File: src/hw/link_pkg.sv
// ----------------------------------------
// SPI word layout and link protocol codes
// Ids from NUM_CHANNELS up are special or
// dropped by the controller
// ----------------------------------------
package link_pkg;

    // High byte selects the channel, low byte is the payload
    typedef struct packed {
        logic [7:0] chan_id;
        logic [7:0] code;
    } link_word_t;

    localparam link_word_t PIPE_MODE_CMD = 16'hA55A;
    localparam link_word_t NOP_WORD      = 16'hF000;

    localparam logic [7:0] SHOOT_ID = 8'hFF;
    localparam logic [7:0] ERR_ID   = 8'hEE;

    typedef enum logic [7:0] {
        ERR_TIMEOUT = 8'hE1,
        ERR_PARITY  = 8'hE2
    } err_code_e;

    typedef enum logic [1:0] {
        WAIT_MODE,
        PIPE_MODE,
        NORMAL_MODE
    } ctrl_state_e;

    typedef enum logic [1:0] {
        PIPE_IDLE,
        PIPE_SEND,
        PIPE_WAIT,
        PIPE_REPLY
    } pipe_state_e;

endpackage

File: src/hw/board_pkg.sv
// ----------------------------------------
// Board timing, all counts in clk cycles
// Windows assume the clock of the board
// ----------------------------------------
package board_pkg;

    localparam int NUM_CHANNELS = 9;
    localparam int CHAN_ID_W    = $clog2(NUM_CHANNELS);

    // UART bit period
    localparam int CLKS_PER_BIT = 8;
    localparam int BIT_CLK_W    = $clog2(CLKS_PER_BIT);

    // SCLK half period and full transfer length, accept to done
    localparam int SPI_HALF_PERIOD = 2;
    localparam int SPI_DIV_W       = $clog2(SPI_HALF_PERIOD + 1);
    localparam int SPI_XFER_CYCLES = 32 * SPI_HALF_PERIOD + 2;

    localparam int STARTUP_CYCLES = 2000;
    localparam int STARTUP_W      = $clog2(STARTUP_CYCLES);

    localparam int REPLY_TIMEOUT = 400;
    localparam int REPLY_W       = $clog2(REPLY_TIMEOUT);

    localparam int SHOOT_CYCLES = 16;
    localparam int SHOOT_W      = $clog2(SHOOT_CYCLES + 1);

endpackage

File: src/hw/link_ifs.sv
// ----------------------------------------
// Controller side buses
// spi_xfer_if carries one word per request
// chan_if carries one byte each way
// ----------------------------------------
`timescale 1ns/1ps

interface spi_xfer_if;
    logic                 valid;
    logic                 ready;
    logic                 done;
    link_pkg::link_word_t tx_word;
    link_pkg::link_word_t rx_word;

    modport master_side (
        input  valid, tx_word,
        output ready, done, rx_word
    );

    modport ctrl_side (
        output valid, tx_word,
        input  ready, done, rx_word
    );
endinterface

interface chan_if;
    logic       tx_valid;
    logic       tx_ready;
    logic [7:0] tx_data;
    logic       rx_valid;
    logic [7:0] rx_data;
    logic       rx_parity_err;

    modport uart_side (
        input  tx_valid, tx_data,
        output tx_ready, rx_valid, rx_data, rx_parity_err
    );

    modport ctrl_side (
        output tx_valid, tx_data,
        input  tx_ready, rx_valid, rx_data, rx_parity_err
    );
endinterface

File: src/hw/spi_master.sv
// ----------------------------------------
// SPI master, mode 0, MSB first
// One 16-bit full duplex word per request
// rx_word is only meaningful with done
// ----------------------------------------
`timescale 1ns/1ps

module spi_master (
    input  logic                clk,
    input  logic                rst,
    spi_xfer_if.master_side     xfer,
    output logic                sclk,
    output logic                mosi,
    output logic                cs_n,
    input  logic                miso
);

    typedef enum logic [1:0] {
        S_IDLE,
        S_SHIFT,
        S_HOLD,
        S_END
    } spi_state_e;

    spi_state_e                     state;
    logic [board_pkg::SPI_DIV_W-1:0] div_cnt;
    logic [5:0]                     edge_cnt;
    logic [15:0]                    tx_sh;
    logic [15:0]                    rx_sh;
    logic                           done_r;

    assign xfer.ready   = (state == S_IDLE) && !done_r;
    assign xfer.done    = done_r;
    assign xfer.rx_word = rx_sh;
    assign mosi         = tx_sh[15];

    always_ff @(posedge clk) begin
        if (rst) begin
            state    <= S_IDLE;
            sclk     <= 1'b0;
            cs_n     <= 1'b1;
            done_r   <= 1'b0;
            div_cnt  <= '0;
            edge_cnt <= '0;
            tx_sh    <= '0;
        end else begin
            done_r <= 1'b0;
            case (state)
                S_IDLE: begin
                    if (xfer.valid && xfer.ready) begin
                        tx_sh    <= xfer.tx_word;
                        cs_n     <= 1'b0;
                        div_cnt  <= '0;
                        edge_cnt <= '0;
                        state    <= S_SHIFT;
                    end
                end
                S_SHIFT: begin
                    if (div_cnt == board_pkg::SPI_DIV_W'(board_pkg::SPI_HALF_PERIOD - 1)) begin
                        div_cnt  <= '0;
                        sclk     <= !sclk;
                        edge_cnt <= edge_cnt + 6'd1;
                        // Sample on the rising edge, next bit out on the falling edge
                        if (!sclk) begin
                            rx_sh <= {rx_sh[14:0], miso};
                        end else begin
                            tx_sh <= {tx_sh[14:0], 1'b0};
                        end
                        if (edge_cnt == 6'd31) begin
                            state <= S_HOLD;
                        end
                    end else begin
                        div_cnt <= div_cnt + 1'b1;
                    end
                end
                // One clock of hold after the last falling edge
                S_HOLD: begin
                    cs_n  <= 1'b1;
                    state <= S_END;
                end
                default: begin
                    done_r <= 1'b1;
                    state  <= S_IDLE;
                end
            endcase
        end
    end

    // Chip select low for the whole word
    a_cs_low: assert property (@(posedge clk) disable iff (rst)
        (xfer.valid && xfer.ready) |=> !cs_n [*(board_pkg::SPI_XFER_CYCLES - 1)]);

endmodule

File: src/hw/uart_channel.sv
// ----------------------------------------
// UART for one power module link
// 8N data, even parity, one stop bit
// Stop bit level is not checked on receive
// ----------------------------------------
`timescale 1ns/1ps

module uart_channel (
    input  logic          clk,
    input  logic          rst,
    chan_if.uart_side     link,
    output logic          tx,
    input  logic          rx
);

    typedef enum logic {
        TX_IDLE,
        TX_SEND
    } tx_state_e;

    typedef enum logic {
        RX_IDLE,
        RX_RUN
    } rx_state_e;

    localparam logic [board_pkg::BIT_CLK_W-1:0] BIT_LAST =
        board_pkg::BIT_CLK_W'(board_pkg::CLKS_PER_BIT - 1);
    localparam logic [board_pkg::BIT_CLK_W-1:0] BIT_MID =
        board_pkg::BIT_CLK_W'(board_pkg::CLKS_PER_BIT / 2 - 1);

    tx_state_e                       tx_state;
    logic [board_pkg::BIT_CLK_W-1:0] tx_clk;
    logic [3:0]                      tx_bit;
    logic [9:0]                      tx_sh;

    rx_state_e                       rx_state;
    logic [board_pkg::BIT_CLK_W-1:0] rx_clk;
    logic [3:0]                      rx_bit;
    logic [8:0]                      rx_sh;
    logic                            rx_meta;
    logic                            rx_s;
    logic                            rx_valid_r;

    assign link.tx_ready      = (tx_state == TX_IDLE);
    assign link.rx_valid      = rx_valid_r;
    assign link.rx_data       = rx_sh[7:0];
    // Even parity over data and parity bit
    assign link.rx_parity_err = ^rx_sh;

    always_ff @(posedge clk) begin
        if (rst) begin
            tx_state <= TX_IDLE;
            tx       <= 1'b1;
            tx_clk   <= '0;
            tx_bit   <= '0;
        end else begin
            case (tx_state)
                TX_IDLE: begin
                    if (link.tx_valid) begin
                        // Stop, parity, data; start bit goes out right away
                        tx_sh    <= {1'b1, ^link.tx_data, link.tx_data};
                        tx       <= 1'b0;
                        tx_clk   <= '0;
                        tx_bit   <= '0;
                        tx_state <= TX_SEND;
                    end
                end
                default: begin
                    if (tx_clk == BIT_LAST) begin
                        tx_clk <= '0;
                        if (tx_bit == 4'd10) begin
                            tx_state <= TX_IDLE;
                        end else begin
                            tx     <= tx_sh[0];
                            tx_sh  <= {1'b1, tx_sh[9:1]};
                            tx_bit <= tx_bit + 4'd1;
                        end
                    end else begin
                        tx_clk <= tx_clk + 1'b1;
                    end
                end
            endcase
        end
    end

    always_ff @(posedge clk) begin
        if (rst) begin
            rx_meta    <= 1'b1;
            rx_s       <= 1'b1;
            rx_state   <= RX_IDLE;
            rx_valid_r <= 1'b0;
            rx_clk     <= '0;
            rx_bit     <= '0;
        end else begin
            rx_meta    <= rx;
            rx_s       <= rx_meta;
            rx_valid_r <= 1'b0;
            case (rx_state)
                RX_IDLE: begin
                    if (!rx_s) begin
                        rx_clk   <= '0;
                        rx_bit   <= '0;
                        rx_state <= RX_RUN;
                    end
                end
                default: begin
                    if (rx_clk == BIT_LAST) begin
                        rx_clk <= '0;
                        rx_bit <= rx_bit + 4'd1;
                    end else begin
                        rx_clk <= rx_clk + 1'b1;
                    end
                    // Mid-bit sampling
                    if (rx_clk == BIT_MID) begin
                        if (rx_bit == 4'd0) begin
                            // Glitch, not a start bit
                            if (rx_s) begin
                                rx_state <= RX_IDLE;
                            end
                        end else if (rx_bit == 4'd10) begin
                            rx_valid_r <= 1'b1;
                            rx_state   <= RX_IDLE;
                        end else begin
                            rx_sh <= {rx_s, rx_sh[8:1]};
                        end
                    end
                end
            endcase
        end
    end

    a_tx_valid_held: assert property (@(posedge clk) disable iff (rst)
        (link.tx_valid && !link.tx_ready) |=> link.tx_valid);

endmodule

File: src/hw/link_controller.sv
// ----------------------------------------
// Mode FSM and word dispatch
// Mode is fixed until the next reset
// Pipe mode keeps one word in flight
// ----------------------------------------
`timescale 1ns/1ps

module link_controller (
    input  logic          clk,
    input  logic          rst,
    spi_xfer_if.ctrl_side xfer,
    chan_if.ctrl_side     chans [board_pkg::NUM_CHANNELS],
    output logic          led_pipe,
    output logic          led_normal,
    output logic          shoot
);

    localparam int NCH = board_pkg::NUM_CHANNELS;

    link_pkg::ctrl_state_e              state;
    link_pkg::pipe_state_e              pipe_st;
    logic [board_pkg::STARTUP_W-1:0]    startup_cnt;
    logic [board_pkg::REPLY_W-1:0]      reply_cnt;
    logic [board_pkg::SHOOT_W-1:0]      shoot_cnt;
    logic                               spi_busy;
    logic                               hold;
    logic                               reply_pend;
    logic                               issue_ok;
    logic                               send_req;
    link_pkg::link_word_t               cur_word;
    link_pkg::link_word_t               reply_word;
    logic [board_pkg::CHAN_ID_W-1:0]    cur_ch;
    logic [NCH-1:0]                     tx_valid_v;
    logic [NCH-1:0]                     tx_ready_v;
    logic [NCH-1:0]                     rx_valid_v;
    logic [NCH-1:0]                     rx_perr_v;
    logic [7:0]                         rx_data_v [NCH];

    assign cur_ch   = cur_word.chan_id[board_pkg::CHAN_ID_W-1:0];
    assign send_req = (state == link_pkg::PIPE_MODE && pipe_st == link_pkg::PIPE_SEND) ||
                      (state == link_pkg::NORMAL_MODE && hold);

    for (genvar i = 0; i < NCH; i++) begin : g_chan
        assign tx_valid_v[i]     = send_req && (cur_ch == board_pkg::CHAN_ID_W'(i));
        assign chans[i].tx_valid = tx_valid_v[i];
        assign chans[i].tx_data  = cur_word.code;
        assign tx_ready_v[i]     = chans[i].tx_ready;
        assign rx_valid_v[i]     = chans[i].rx_valid;
        assign rx_perr_v[i]      = chans[i].rx_parity_err;
        assign rx_data_v[i]      = chans[i].rx_data;
    end

    // Keep polling unless a word is still on its way to a module
    always_comb begin
        case (state)
            link_pkg::WAIT_MODE: issue_ok = 1'b1;
            link_pkg::PIPE_MODE: issue_ok = (pipe_st == link_pkg::PIPE_IDLE);
            default:             issue_ok = !hold;
        endcase
    end

    assign xfer.valid   = issue_ok && !spi_busy;
    assign xfer.tx_word = reply_pend ? reply_word : link_pkg::NOP_WORD;
    assign led_pipe     = (state == link_pkg::PIPE_MODE);
    assign led_normal   = (state == link_pkg::NORMAL_MODE);
    assign shoot        = (shoot_cnt != '0);

    always_ff @(posedge clk) begin
        if (rst) begin
            state       <= link_pkg::WAIT_MODE;
            pipe_st     <= link_pkg::PIPE_IDLE;
            startup_cnt <= '0;
            reply_cnt   <= '0;
            shoot_cnt   <= '0;
            spi_busy    <= 1'b0;
            hold        <= 1'b0;
            reply_pend  <= 1'b0;
        end else begin
            if (xfer.valid && xfer.ready) begin
                spi_busy   <= 1'b1;
                reply_pend <= 1'b0;
            end else if (xfer.done) begin
                spi_busy <= 1'b0;
            end
            if (shoot_cnt != '0) begin
                shoot_cnt <= shoot_cnt - 1'b1;
            end
            case (state)
                link_pkg::WAIT_MODE: begin
                    startup_cnt <= startup_cnt + 1'b1;
                    if (xfer.done && xfer.rx_word == link_pkg::PIPE_MODE_CMD) begin
                        state <= link_pkg::PIPE_MODE;
                    end else if (startup_cnt ==
                                 board_pkg::STARTUP_W'(board_pkg::STARTUP_CYCLES - 1)) begin
                        state <= link_pkg::NORMAL_MODE;
                    end
                end
                link_pkg::PIPE_MODE: begin
                    case (pipe_st)
                        link_pkg::PIPE_IDLE: begin
                            if (xfer.done && xfer.rx_word.chan_id < 8'(NCH)) begin
                                cur_word <= xfer.rx_word;
                                pipe_st  <= link_pkg::PIPE_SEND;
                            end
                        end
                        link_pkg::PIPE_SEND: begin
                            if (tx_ready_v[cur_ch]) begin
                                reply_cnt <= '0;
                                pipe_st   <= link_pkg::PIPE_WAIT;
                            end
                        end
                        link_pkg::PIPE_WAIT: begin
                            reply_cnt <= reply_cnt + 1'b1;
                            if (rx_valid_v[cur_ch]) begin
                                reply_word.chan_id <= rx_perr_v[cur_ch] ?
                                                      link_pkg::ERR_ID : cur_word.chan_id;
                                reply_word.code    <= rx_perr_v[cur_ch] ?
                                                      link_pkg::ERR_PARITY : rx_data_v[cur_ch];
                                pipe_st            <= link_pkg::PIPE_REPLY;
                            end else if (reply_cnt ==
                                         board_pkg::REPLY_W'(board_pkg::REPLY_TIMEOUT - 1)) begin
                                reply_word <= {link_pkg::ERR_ID, link_pkg::ERR_TIMEOUT};
                                pipe_st    <= link_pkg::PIPE_REPLY;
                            end
                        end
                        default: begin
                            reply_pend <= 1'b1;
                            pipe_st    <= link_pkg::PIPE_IDLE;
                        end
                    endcase
                end
                default: begin
                    if (hold && tx_ready_v[cur_ch]) begin
                        hold <= 1'b0;
                    end else if (xfer.done) begin
                        if (xfer.rx_word.chan_id == link_pkg::SHOOT_ID) begin
                            shoot_cnt <= board_pkg::SHOOT_W'(board_pkg::SHOOT_CYCLES);
                        end else if (xfer.rx_word.chan_id < 8'(NCH)) begin
                            cur_word <= xfer.rx_word;
                            hold     <= 1'b1;
                        end
                    end
                end
            endcase
        end
    end

    a_shoot_normal: assert property (@(posedge clk) disable iff (rst)
        $rose(shoot) |-> state == link_pkg::NORMAL_MODE);

    a_one_tx_valid: assert property (@(posedge clk) disable iff (rst)
        $onehot0(tx_valid_v));

endmodule

File: src/hw/inverter_link_top.sv
// ----------------------------------------
// Inverter link controller top level
// Clock comes from a board pin
// uart_rx lines idle high
// ----------------------------------------
`timescale 1ns/1ps

module inverter_link_top (
    input  logic                              clk,
    input  logic                              rst,
    output logic                              spi_sclk,
    output logic                              spi_mosi,
    output logic                              spi_cs_n,
    input  logic                              spi_miso,
    output logic [board_pkg::NUM_CHANNELS-1:0] uart_tx,
    input  logic [board_pkg::NUM_CHANNELS-1:0] uart_rx,
    output logic                              led_pipe,
    output logic                              led_normal,
    output logic                              shoot
);

    spi_xfer_if xfer_bus ();
    chan_if     chan_bus [board_pkg::NUM_CHANNELS] ();

    spi_master spi_master_i (
        .clk  (clk),
        .rst  (rst),
        .xfer (xfer_bus),
        .sclk (spi_sclk),
        .mosi (spi_mosi),
        .cs_n (spi_cs_n),
        .miso (spi_miso)
    );

    // One UART per power module
    for (genvar i = 0; i < board_pkg::NUM_CHANNELS; i++) begin : g_uart
        uart_channel uart_channel_i (
            .clk  (clk),
            .rst  (rst),
            .link (chan_bus[i]),
            .tx   (uart_tx[i]),
            .rx   (uart_rx[i])
        );
    end

    link_controller link_controller_i (
        .clk        (clk),
        .rst        (rst),
        .xfer       (xfer_bus),
        .chans      (chan_bus),
        .led_pipe   (led_pipe),
        .led_normal (led_normal),
        .shoot      (shoot)
    );

endmodule

File: config.mk
export PLATFORM = sky130hd
export DESIGN_NAME = inverter_link_top
export DESIGN_NICKNAME = d
export VERILOG_FILES = /design/src/hw/link_pkg.sv /design/src/hw/board_pkg.sv /design/src/hw/link_ifs.sv /design/src/hw/spi_master.sv /design/src/hw/uart_channel.sv /design/src/hw/link_controller.sv /design/src/hw/inverter_link_top.sv
export SDC_FILE = /design/constraint.sdc
export NUM_CORES = 1
export LEC_CHECK = 0
export BUFFER_PORTS_ARGS = -buffer_cell sky130_fd_sc_hd__buf_2
export CAP_MARGIN = 30
export CORE_MARGIN = 3
export CORE_UTILIZATION = 55
export CTS_CLUSTER_SIZE = 30
export DETAILED_ROUTE_END_ITERATION = 16
export GPL_ROUTABILITY_DRIVEN = 0
export HOLD_SLACK_MARGIN = 0.1
export PLACE_DENSITY = 0.74
export SLEW_MARGIN = 20
export SYNTH_ARGS = -nofsm -noshare
export SYNTH_HDL_FRONTEND = slang
export SYNTH_HIERARCHICAL = 1
export SYNTH_SLANG_ARGS = --single-unit
File: constraint.sdc
create_clock -name clk -period 3.3 [get_ports clk]
set_clock_uncertainty 0.2 [all_clocks]
set_input_delay 0.66 -clock clk [delete_from_list [all_inputs] [get_ports clk]]
set_output_delay 0.66 -clock clk [all_outputs]
set_load 0.02 [all_outputs]
Yosys cells after proc, flatten, opt, wreduce, memory -nomap -nowiden
Cells that the tools add are included.
Widths: inputs -> output; s select.

word-level totals
  bits in registers = 460
  input port bits = 12
  output and inout port bits = 15
  word-level logic and storage cells = 802

operators by class
  add/subtract/negate cells = 41
  order comparisons = 3
  equality and inequality tests = 113
  multiplexer cells = 341
  bitwise gates (word level) = 50
  reduce and logical (&&, ||, !) cells = 126

operators with widths
  kind                 number
  $mux 10              36
  $mux 4               63
  $mux 16              12
  $mux 3               54
  $mux 1               140
  $reduce_xor 9->1     9
  $eq 4x4->1 const B   19
  $add 4x1->4 const B  18
  $pmux 16 s2          2
  $ne 2x2->1 const B   31
  $reduce_and 4->1     14
  $add 3x1->3 const B  18
  $eq 3x3->1 const B   18
  $not 1->1            49
  $reduce_and 5->1     9
  $logic_not 4->1      10
  $reduce_bool 2->1    19
  $reduce_and 3->1     12
  $reduce_or 4->1      9
  $bmux 8 s4           1
  $mux 8               4
  $ne 2x1->1 const B   16
  $eq 3x2->1 const B   9
  $reduce_and 2->1     13
  39 further kinds     89

Depth between registers and ports, before layout
Gate-level depths: netlist (run 1).

  depth after elaboration = 7
  depth in mapped cells = 9
  gate-level depth less buffers = 9

By module
Netlist (run 1), hierarchy kept.

by module, submodules not included
  module                                       instances  cells each  area each (µm²)  sequential area each (µm²)
  uart_channel (g_uart[1].uart_channel_i ...)  7          166         1,826.8          940.9
  link_controller                              1          418         4,324.1          1,601.5
  spi_master                                   1          171         1,894.3          1,061.0
  uart_channel (g_uart[7].uart_channel_i)      1          161         1,838.0          940.9
  uart_channel (g_uart[0].uart_channel_i)      1          161         1,813.0          940.9

Least setup slack after synthesis (run 1)
No wires, ideal clock.

  kind = flip-flop to flip-flop
  start point = reg link_controller_i.state[1]
  end point = reg g_uart[6].uart_channel_i.tx_sh[0], enable pin
  library setup time = 0.378 ns
  data arrival time = 2.551 ns
  required time = 2.722 ns
  setup slack = 0.172 ns
  stages on the path, launching flop included = 8
  path buffers = 0
  period minus slack after synthesis = 3.128 ns
  path through = dfxtp_1 > inv_2 > nor2_1 > a22oi_1 > or3_1 > nor3b_1 > nand2_1 > a21oi_1

on the way
  word-level cells in the longest chain between the ends = 6
  elaborated cells between the ends (all ways) = 8
  classes of those cells = eq/ne (2); reduce/logical (6)

RTL lines
  element                      RTL line                 text
  from (decl)                  link_controller.sv:20    link_pkg::ctrl_state_e state;
  from (signal assigned)       link_controller.sv:70    state <= link_pkg::WAIT_MODE;
  from (signal assigned)       link_controller.sv:92    state <= link_pkg::PIPE_MODE;
  from (signal assigned)       link_controller.sv:95    state <= link_pkg::NORMAL_MODE;
  $eq 2x2->1                   n/a
  via led_normal               inverter_link_top.sv:18  output logic led_normal,
  $logic_and 1x1->1            link_controller.sv:41    (state == link_pkg::NORMAL_MODE && hold);
  $logic_or 1x1->1             link_controller.sv:40    assign send_req = (state == link_pkg::PIPE_MODE && pipe_st == link_pkg::PIPE_SEND) ||
  $logic_and 1x1->1            link_controller.sv:44    assign tx_valid_v[i] = send_req && (cur_ch == board_pkg::CHAN_ID_W'(i));
  via chan_bus[6].tx_valid     link_ifs.sv:27           logic tx_valid;
  $reduce_bool 2->1 (no line)  n/a
  $reduce_and 4->1 (no line)   n/a
  to (signal assigned)         uart_channel.sv:61       tx_sh <= {1'b1, ^link.tx_data, link.tx_data};
  to (signal assigned)         uart_channel.sv:75       tx_sh <= {1'b1, tx_sh[9:1]};
  to (decl)                    uart_channel.sv:34       logic [9:0] tx_sh;

The timed path passes the listed nets, and every way through them passes these cells.
A chain may end at the register's enable or synchronous reset.

Worst setup path in the final report (run 1)
  start point = reg link_controller_i.state[1]
  end point = reg g_uart[6].uart_channel_i.tx_sh[5], enable pin

on the way
  word-level cells in the longest chain between the ends = 6
  elaborated cells between the ends (all ways) = 8
  classes of those cells = eq/ne (2); reduce/logical (6)

RTL lines
  element                                   RTL line
  $eq 2x1->1 or $eq 2x2->1 (tied branches)  link_controller.sv:40, link_controller.sv:41
  $logic_and 1x1->1 (on tied branches)      link_controller.sv:40, link_controller.sv:41
  $logic_or 1x1->1 *                        link_controller.sv:40
  $logic_and 1x1->1 *                       link_controller.sv:44
  via chan_bus[6].tx_valid                  link_ifs.sv:27
  $reduce_bool 2->1 (no line) *             n/a
  $reduce_and 4->1 (no line) *              n/a

Mark *: on every way through the listed nets, which the timed path passes. The rest lies on a longest branch.

==> impl_metrics.prom, run 1 <==
# TYPE chip_impl_metric gauge
chip_impl_metric{name="count_of_routing_violations_after_the_opening_detailed_route_iteration",unit=""} 1034
chip_impl_metric{name="post_cts_resize_count",unit=""} 0
chip_impl_metric{name="maxcap_viol_count",unit=""} 0
chip_impl_metric{name="floorplan.die_area",unit="um^2"} 43700
chip_impl_metric{name="vias_after_detailed_routing",unit=""} 14300
chip_impl_info{name="cts_tree",value="done"} 1
chip_impl_metric{name="initial_utilization",unit="%"} 56.4
chip_impl_info{name="mostFrequentLayoutCell",value="sky130_fd_sc_hd__dfxtp_1"} 1
chip_impl_info{name="setup.worst_path.end",value="g_uart[6].uart_channel_i/tx_sh[5]$_DFFE_PP_"} 1
chip_impl_metric{name="floorplan.rows",unit=""} 73
chip_impl_metric{name="hpwlAfterDp",unit="um"} 28400
chip_impl_metric{name="die_h",unit="um"} 209
chip_impl_metric{name="synth_cell_type_count",unit=""} 81
chip_impl_metric{name="timing.critical_path.arrival",unit="ns"} 3.05
chip_impl_info{name="crit_path_start_kind",value="flip-flop"} 1
chip_impl_info{name="worstSetupPathType",value="flip-flop to flip-flop"} 1
chip_impl_metric{name="buffer_ports.inserted",unit=""} 26
chip_impl_metric{name="setup_viol",unit=""} 0
chip_impl_metric{name="final_net_count",unit=""} 2112
chip_impl_metric{name="fp.coreArea",unit="um^2"} 40200
chip_impl_metric{name="drv_slew",unit=""} 0
chip_impl_metric{name="wl_per_cell",unit="um"} 16.4
chip_impl_info{name="setup.worst_path.end_class",value="flip-flop"} 1
chip_impl_metric{name="grt.total_usage",unit="%"} 18.8
chip_impl_metric{name="grt_start_max_net_pins",unit=""} 96
chip_impl_metric{name="power.ir.vdd_worst",unit="mV"} 0.427
chip_impl_info{name="grt_setup_unrepaired",value="false"} 1
chip_impl_metric{name="clk-insertion-delay-late",unit="ns"} 0.57
chip_impl_metric{name="final.min_clock_period",unit="ns"} 2.98
chip_impl_metric{name="ff2ff_setup_slack",unit="ns"} 0.32
chip_impl_metric{name="worst_ep_required_time",unit="ns"} 3.37
chip_impl_metric{name="syn_area",unit="um^2"} 22700
chip_impl_metric{name="cts.sinks",unit=""} 451
chip_impl_info{name="synth_top_flop_cell",value="sky130_fd_sc_hd__dfxtp_1"} 1
chip_impl_metric{name="leakagePower",unit="nW"} 8.51
chip_impl_metric{name="avgViaCountPerCell",unit=""} 5.60
chip_impl_metric{name="synthesis.instances",unit=""} 2073
chip_impl_info{name="worst_r2r_endpoint",value="g_uart[6].uart_channel_i/tx_sh[5]$_DFFE_PP_"} 1
chip_impl_metric{name="clk_pin_slew",unit="ns"} 0.06
chip_impl_metric{name="slew_of_the_pin_with_the_lowest_slew_margin",unit="ns"} 0.951
chip_impl_metric{name="synth_enable_flop_cells",unit=""} 210
chip_impl_metric{name="cellPowerDensity",unit="nW/um^2"} 516
chip_impl_metric{name="post_synthesis_sequential_element_count",unit=""} 451
chip_impl_metric{name="synth_sequential_area_ratio",unit="%"} 49.1
chip_impl_metric{name="critical_path_peak_fanout",unit=""} 9
chip_impl_metric{name="antenna_violations_before_repair",unit=""} 0
chip_impl_info{name="worstHoldPathType",value="flip-flop to flip-flop"} 1
chip_impl_metric{name="first_pass_grt_wire_length",unit="um"} 69100
chip_impl_metric{name="finalHoldViolCount",unit=""} 0
chip_impl_metric{name="cts_made_buffers",unit=""} 47
chip_impl_metric{name="antenna_left",unit=""} 0
chip_impl_metric{name="r2r.worst_path.cells",unit=""} 9
chip_impl_metric{name="area_growth",unit="%"} 6.09
chip_impl_metric{name="slew_headroom",unit="%"} 36.6
chip_impl_metric{name="final_worst_path_cycle_share",unit="%"} 90.4
chip_impl_metric{name="grt_pass1_vias",unit=""} 13900
chip_impl_info{name="worst_r2r_startpoint",value="link_controller_i/state[1]$_SDFFE_PP0P_"} 1
chip_impl_metric{name="core_util_final",unit="%"} 59.8
chip_impl_metric{name="final.setup.tns",unit="ns"} 0
chip_impl_metric{name="length_of_the_first_detailed_routing_pass_in_iterations",unit=""} 5
chip_impl_metric{name="h-tree-depth",unit=""} 2
chip_impl_metric{name="routed_wl",unit="um"} 41900
chip_impl_metric{name="postSynthNetCount",unit=""} 2188
chip_impl_metric{name="timing.fmax",unit="GHz"} 0.335
chip_impl_metric{name="clock_path_buffers",unit=""} 3
chip_impl_metric{name="grt_overflow",unit=""} 0
chip_impl_metric{name="antenna_cells_inserted",unit=""} 0
chip_impl_metric{name="yosysWarnings",unit=""} 6
chip_impl_info{name="cell_at_the_root_of_the_clock_tree",value="sky130_fd_sc_hd__clkbuf_16"} 1
chip_impl_metric{name="syn_area_per_cell",unit="um^2"} 10.9
chip_impl_metric{name="post_route_cells_drive_above_1_share",unit="%"} 16.0
chip_impl_metric{name="holdWs",unit="ns"} 0.205
chip_impl_metric{name="top_level_i_o_count",unit=""} 27
chip_impl_metric{name="dieWidth",unit="um"} 209
chip_impl_info{name="outcome",value="completed"} 1
chip_impl_info{name="mostFrequentLayoutCells",value="sky130_fd_sc_hd__dfxtp_1, sky130_fd_sc_hd__edfxtp_1, sky130_fd_sc_hd__nor2_1, sky130_fd_sc_hd__a21oi_1, sky130_fd_sc_hd__xnor2_1"} 1
chip_impl_metric{name="ys_async_sr_fraction",unit="%"} 0
chip_impl_metric{name="drc_errors",unit=""} 0
chip_impl_metric{name="cts_post_setup_buffers_inserted",unit=""} 0
chip_impl_info{name="startpoint",value="link_controller_i/state[1]$_SDFFE_PP0P_"} 1
## metrics by stage
stage / total power (W) / worst slack (ns) / instance area (um^2) / std cells
global route: 0.0129 / 0.210 / 24000 / 2560
floorplan: 0.00700 / 0.172 / 22700 / 2073
global placement: 0.00714 / 0.396 / 22400 / 2462
finish: 0.0124 / 0.318 / 24000 / 2560
CTS: 0.0125 / 0.382 / 24000 / 2559
detailed placement: 0.00719 / 0.406 / 22400 / 2462
## how the worst min path moves through the flow
stage | slack (ns) | to | cells after the start | startpoint
6_report | 0.21 | g_uart[5].uart_channel_i/rx_s$_SDFF_PP1_ | 1 | g_uart[5].uart_channel_i/rx_meta$_SDFF_PP1_
2_1_floorplan | 0.19 | g_uart[0].uart_channel_i/rx_s$_SDFF_PP1_ | 1 | g_uart[0].uart_channel_i/rx_meta$_SDFF_PP1_
5_1_grt | 0.23 | g_uart[5].uart_channel_i/rx_s$_SDFF_PP1_ | 1 | g_uart[5].uart_channel_i/rx_meta$_SDFF_PP1_
3_5_place_dp | 0.20 | g_uart[2].uart_channel_i/rx_s$_SDFF_PP1_ | 1 | g_uart[2].uart_channel_i/rx_meta$_SDFF_PP1_
3_3_place_gp | 0.19 | g_uart[8].uart_channel_i/rx_s$_SDFF_PP1_ | 1 | g_uart[8].uart_channel_i/rx_meta$_SDFF_PP1_
4_1_cts | 0.21 | g_uart[5].uart_channel_i/rx_s$_SDFF_PP1_ | 1 | g_uart[5].uart_channel_i/rx_meta$_SDFF_PP1_
## power by group
part	switching, W	internal [W]
clock network	0.00216	0.00318
logic	0.000621	0.000388
registers	0.000112	0.00596
## state kept, by name (all words and copies together) (netlist names), 11 cells and up
signal	count
g_uart.uart_channel_i/tx_sh	81
g_uart.uart_channel_i/tx_bit	36
g_uart.uart_channel_i/rx_bit	36
link_controller_i/reply_word	16
spi_master_i/xfer.rx_word	16
link_controller_i/startup_cnt	11
spi_master_i/tx_sh	16
g_uart.uart_channel_i/rx_sh	81
g_uart.uart_channel_i/tx_clk	27
g_uart.uart_channel_i/rx_clk	27
## repair_timing
action / CTS / global route
endpoints found under the hold margin: 10 / 0
hold buffers: 10 / 0
endpoints found under the setup margin: 0 / 0
## per-layer routing
metal  track usage, %  up-vias  part of all wire, %
met5                0        -                    0
met3             3.15       63                  4.4
met1             25.0     6918                   45
met4             5.54        0                  2.5
met2             31.9      278                   48
li1                 -     7087                    -
## cells by family after synthesis
logic type | count (synthesis) | synth area share, %
and+or+nand+nor | 606 | 14.4
xor gates and xnor gates | 157 | 6.07
buffers and inverters | 307 | 8.36
AOI/OAI and AO/OA | 329 | 9.59
muxes | 120 | 6.76
adders and majority gates | 103 | 5.69
DFF | 451 | 49.1
## final cells by class
cell class	instances	area, um^2
fillers	3211	16200
flip-flops and latches	451	11100
multi-input cells	1315	9660
clock buffers	64	1310
repair buffers	94	707
well taps	525	657
inverters	88	330
clock inverters	23	244
## synthesized netlist by cell type, types with 40 or more instances
master	instances	area share [%]
sky130_fd_sc_hd__nand3_1	60	1.3
sky130_fd_sc_hd__inv_1	86	1.4
sky130_fd_sc_hd__nor3_1	54	1.2
sky130_fd_sc_hd__a21oi_1	143	3.2
sky130_fd_sc_hd__mux2_2	71	3.5
sky130_fd_sc_hd__ha_1	103	5.7
sky130_fd_sc_hd__buf_4	152	5.0
sky130_fd_sc_hd__edfxtp_1	210	28
sky130_fd_sc_hd__a31oi_1	40	1.1
sky130_fd_sc_hd__xnor2_1	126	4.9
sky130_fd_sc_hd__nand2_1	88	1.5
sky130_fd_sc_hd__nor2_1	150	2.5
sky130_fd_sc_hd__dfxtp_1	241	21
## worst max-delay path, cell delays in order (launching register included)
cell,delay [ns]
sky130_fd_sc_hd__dfxtp_1,0.47
sky130_fd_sc_hd__inv_2,0.10
sky130_fd_sc_hd__nor2_1,0.15
sky130_fd_sc_hd__a22oi_1,0.17
sky130_fd_sc_hd__or3_1,0.41
sky130_fd_sc_hd__nor3b_1,0.47
sky130_fd_sc_hd__buf_4,0.24
sky130_fd_sc_hd__nand2_1,0.10
sky130_fd_sc_hd__a21oi_1,0.17
sky130_fd_sc_hd__buf_4,0.21
No activity file was read; power rests on OpenSTA's default activity.
==> run 2: changes to the inputs <==
--- a/config.mk
+++ b/config.mk
@@ -7,13 +7,12 @@
 export LEC_CHECK = 0
 export BUFFER_PORTS_ARGS = -buffer_cell sky130_fd_sc_hd__buf_2
 export CAP_MARGIN = 30
-export CORE_MARGIN = 3
 export CORE_UTILIZATION = 55
 export CTS_CLUSTER_SIZE = 30
 export DETAILED_ROUTE_END_ITERATION = 16
 export GPL_ROUTABILITY_DRIVEN = 0
 export HOLD_SLACK_MARGIN = 0.1
-export PLACE_DENSITY = 0.74
+export PLACE_DENSITY = 0.68
 export SLEW_MARGIN = 20
 export SYNTH_ARGS = -nofsm -noshare
 export SYNTH_HDL_FRONTEND = slang
==> run 2 against run 1 <==
Cell area increased by 0.90%; sequential share of layout area decreased by 0.41 points; clock power increased by 7.3%; register-to-register slack improved by 0.12 ns; die area decreased by 3.8%; total power increased by 3.1%; critical endpoint is now g_uart[6].uart_channel_i/tx_sh[0]$_DFFE_PP_; utilization increased by 0.54 points; cell count increased by 0.20%; combinational power about the same; worst hold slack improved by 0.0022 ns.
==> impl_metrics.prom, run 2 (synthesis gave the netlist of run 1 again) <==
# TYPE chip_impl_metric gauge
chip_impl_metric{name="antenna_left",unit=""} 0
chip_impl_metric{name="final.min_clock_period",unit="ns"} 2.87
chip_impl_metric{name="grt_pass1_vias",unit=""} 14000
chip_impl_metric{name="share_seq_of_total_power",unit="%"} 47.4
chip_impl_metric{name="clockPowerShare",unit="%"} 44.7
chip_impl_metric{name="clk_pin_slew",unit="ns"} 0.06
chip_impl_metric{name="critical_path_peak_fanout",unit=""} 10
chip_impl_info{name="cts_tree",value="done"} 1
chip_impl_metric{name="timing.critical_path.arrival",unit="ns"} 2.94
chip_impl_metric{name="holdWs",unit="ns"} 0.208
chip_impl_metric{name="cts_made_buffers",unit=""} 49
chip_impl_metric{name="finalHoldViolCount",unit=""} 0
chip_impl_metric{name="h-tree-depth",unit=""} 2
chip_impl_metric{name="initial_utilization",unit="%"} 56.4
chip_impl_info{name="grt_setup_unrepaired",value="false"} 1
chip_impl_metric{name="post_route_cells_drive_above_1_share",unit="%"} 16.3
chip_impl_metric{name="setup_viol",unit=""} 0
chip_impl_metric{name="wl_per_cell",unit="um"} 16.6
chip_impl_info{name="crit_path_start_kind",value="flip-flop"} 1
chip_impl_metric{name="grt.total_usage",unit="%"} 20.6
chip_impl_metric{name="drc_errors",unit=""} 0
chip_impl_metric{name="area_growth",unit="%"} 7.05
chip_impl_metric{name="floorplan.die_area",unit="um^2"} 42000
chip_impl_metric{name="clk-insertion-delay-late",unit="ns"} 0.57
chip_impl_metric{name="antenna_cells_inserted",unit=""} 0
chip_impl_info{name="mostFrequentLayoutCells",value="sky130_fd_sc_hd__dfxtp_1, sky130_fd_sc_hd__edfxtp_1, sky130_fd_sc_hd__nor2_1, sky130_fd_sc_hd__a21oi_1, sky130_fd_sc_hd__xnor2_1"} 1
chip_impl_metric{name="final_net_count",unit=""} 2114
chip_impl_metric{name="routed_wl",unit="um"} 42500
chip_impl_metric{name="core_util_final",unit="%"} 60.3
chip_impl_metric{name="slew_of_the_pin_with_the_lowest_slew_margin",unit="ns"} 0.986
chip_impl_info{name="mostFrequentLayoutCell",value="sky130_fd_sc_hd__dfxtp_1"} 1
chip_impl_metric{name="power_switching",unit="W"} 0.00294
chip_impl_metric{name="grt_start_max_net_pins",unit=""} 89
chip_impl_metric{name="slew_headroom",unit="%"} 34.2
chip_impl_metric{name="antenna_violations_before_repair",unit=""} 0
chip_impl_metric{name="dieWidth",unit="um"} 205
chip_impl_metric{name="hpwlAfterDp",unit="um"} 28700
chip_impl_metric{name="grt_overflow",unit=""} 0
chip_impl_metric{name="avgViaCountPerCell",unit=""} 5.56
chip_impl_info{name="worstSetupPathType",value="flip-flop to flip-flop"} 1
chip_impl_metric{name="top_level_i_o_count",unit=""} 27
chip_impl_metric{name="comb_power_share",unit="%"} 7.9
chip_impl_metric{name="fp.coreArea",unit="um^2"} 40200
chip_impl_metric{name="leakagePower",unit="nW"} 8.60
chip_impl_metric{name="maxcap_viol_count",unit=""} 0
chip_impl_metric{name="length_of_the_first_detailed_routing_pass_in_iterations",unit=""} 5
chip_impl_metric{name="floorplan.rows",unit=""} 73
chip_impl_info{name="outcome",value="completed"} 1
chip_impl_metric{name="count_of_routing_violations_after_the_opening_detailed_route_iteration",unit=""} 801
chip_impl_metric{name="die_h",unit="um"} 205
chip_impl_metric{name="power.ir.vdd_worst",unit="mV"} 0.387
chip_impl_metric{name="clock_path_buffers",unit=""} 3
chip_impl_metric{name="buffer_ports.inserted",unit=""} 26
chip_impl_info{name="layout_top_registers",value="g_uart.uart_channel_i/rx_sh x81, g_uart.uart_channel_i/tx_sh x81"} 1
chip_impl_metric{name="vias_after_detailed_routing",unit=""} 14300
chip_impl_metric{name="final_worst_path_cycle_share",unit="%"} 86.9
chip_impl_info{name="cell_at_the_root_of_the_clock_tree",value="sky130_fd_sc_hd__clkbuf_16"} 1
chip_impl_metric{name="worst_ep_required_time",unit="ns"} 3.38
chip_impl_metric{name="drv_slew",unit=""} 0
chip_impl_metric{name="switching_share",unit="%"} 22.9
chip_impl_metric{name="cellPowerDensity",unit="nW/um^2"} 528
chip_impl_metric{name="final.setup.tns",unit="ns"} 0
chip_impl_metric{name="timing.fmax",unit="GHz"} 0.349
chip_impl_metric{name="first_pass_grt_wire_length",unit="um"} 70200
chip_impl_info{name="worstHoldPathType",value="flip-flop to flip-flop"} 1
chip_impl_info{name="setup.worst_path.end_class",value="flip-flop"} 1
chip_impl_metric{name="fillerInstances",unit=""} 3277
chip_impl_metric{name="power.internal",unit="W"} 0.00987
chip_impl_metric{name="cts.sinks",unit=""} 451
chip_impl_metric{name="fin_total_pwr",unit="W"} 0.0128
## run 2: cell types whose count changed in the layout (fill, tap and decap cells not counted), sizes merged
cell	change
clkinvlp	+1
bufinv	+1
clkbuf	+7
clkinv	-4
## run 2: power by group through the flow
stage | sequential [W] | clock [W] | combinational, W
after floorplan | 0.00616 | 0 | 0.000840
after global placement | 0.00618 | 0 | 0.000968
after detailed placement | 0.00619 | 0 | 0.00100
after CTS | 0.00607 | 0.00587 | 0.00102
after global routing | 0.00609 | 0.00609 | 0.00114
final | 0.00607 | 0.00573 | 0.00101
## run 2: per-layer routing
layer / GRT usage (%) / wire length [um]
met5: 0 / 0
met1: 27.2 / 19600
met2: 34.7 / 20400
met4: 5.40 / 780
met3: 3.74 / 1770
## run 2: timing repair
action | in CTS | in global routing
hold buffers | 10 | 0
resized for setup | 0 | 0
hold endpoints to repair | 10 | 0
buffers inserted | 0 | 0
## run 2: final timing paths
check / from / end / slack [ns] / cells after the start
max: link_controller_i/state[0]$_SDFFE_PP0P_ / g_uart[6].uart_channel_i/tx_sh[0]$_DFFE_PP_ / 0.43 / 9
min: g_uart[8].uart_channel_i/rx_meta$_SDFF_PP1_ / g_uart[8].uart_channel_i/rx_s$_SDFF_PP1_ / 0.21 / 1
max reg2reg: link_controller_i/state[0]$_SDFFE_PP0P_ / g_uart[6].uart_channel_i/tx_sh[0]$_DFFE_PP_ / 0.43 / 9
min reg2reg: g_uart[8].uart_channel_i/rx_meta$_SDFF_PP1_ / g_uart[8].uart_channel_i/rx_s$_SDFF_PP1_ / 0.21 / 1
## run 2: final cells by class
type,count,area [um^2],area share [%]
flip-flops and latches,451,11100,45.9
multi-input cells,1315,9660,39.8
clock buffers,71,1450,5.99
repair buffers,94,762,3.14
well taps,525,657,2.71
inverters,88,330,1.36
clock inverters,21,265,1.09
## run 2: worst max-delay path: stages (launching register included)
cell and delay [ns]:
sky130_fd_sc_hd__dfxtp_1 0.39, sky130_fd_sc_hd__nor2b_1 0.16, sky130_fd_sc_hd__buf_4 0.19, sky130_fd_sc_hd__a22oi_1 0.19, sky130_fd_sc_hd__or3_1 0.42, sky130_fd_sc_hd__nor3b_1 0.30
sky130_fd_sc_hd__buf_4 0.20, sky130_fd_sc_hd__nand2_1 0.12, sky130_fd_sc_hd__a21oi_1 0.19, sky130_fd_sc_hd__buf_4 0.21
## run 2: stage by stage
step / worst slack [ns] / instance area [um^2] / std cells
floorplan: 0.172 / 22700 / 2073
global placement: 0.473 / 22300 / 2458
detailed placement: 0.441 / 22400 / 2460
CTS: 0.428 / 24200 / 2562
global route: 0.202 / 24300 / 2565
finish: 0.433 / 24300 / 2565
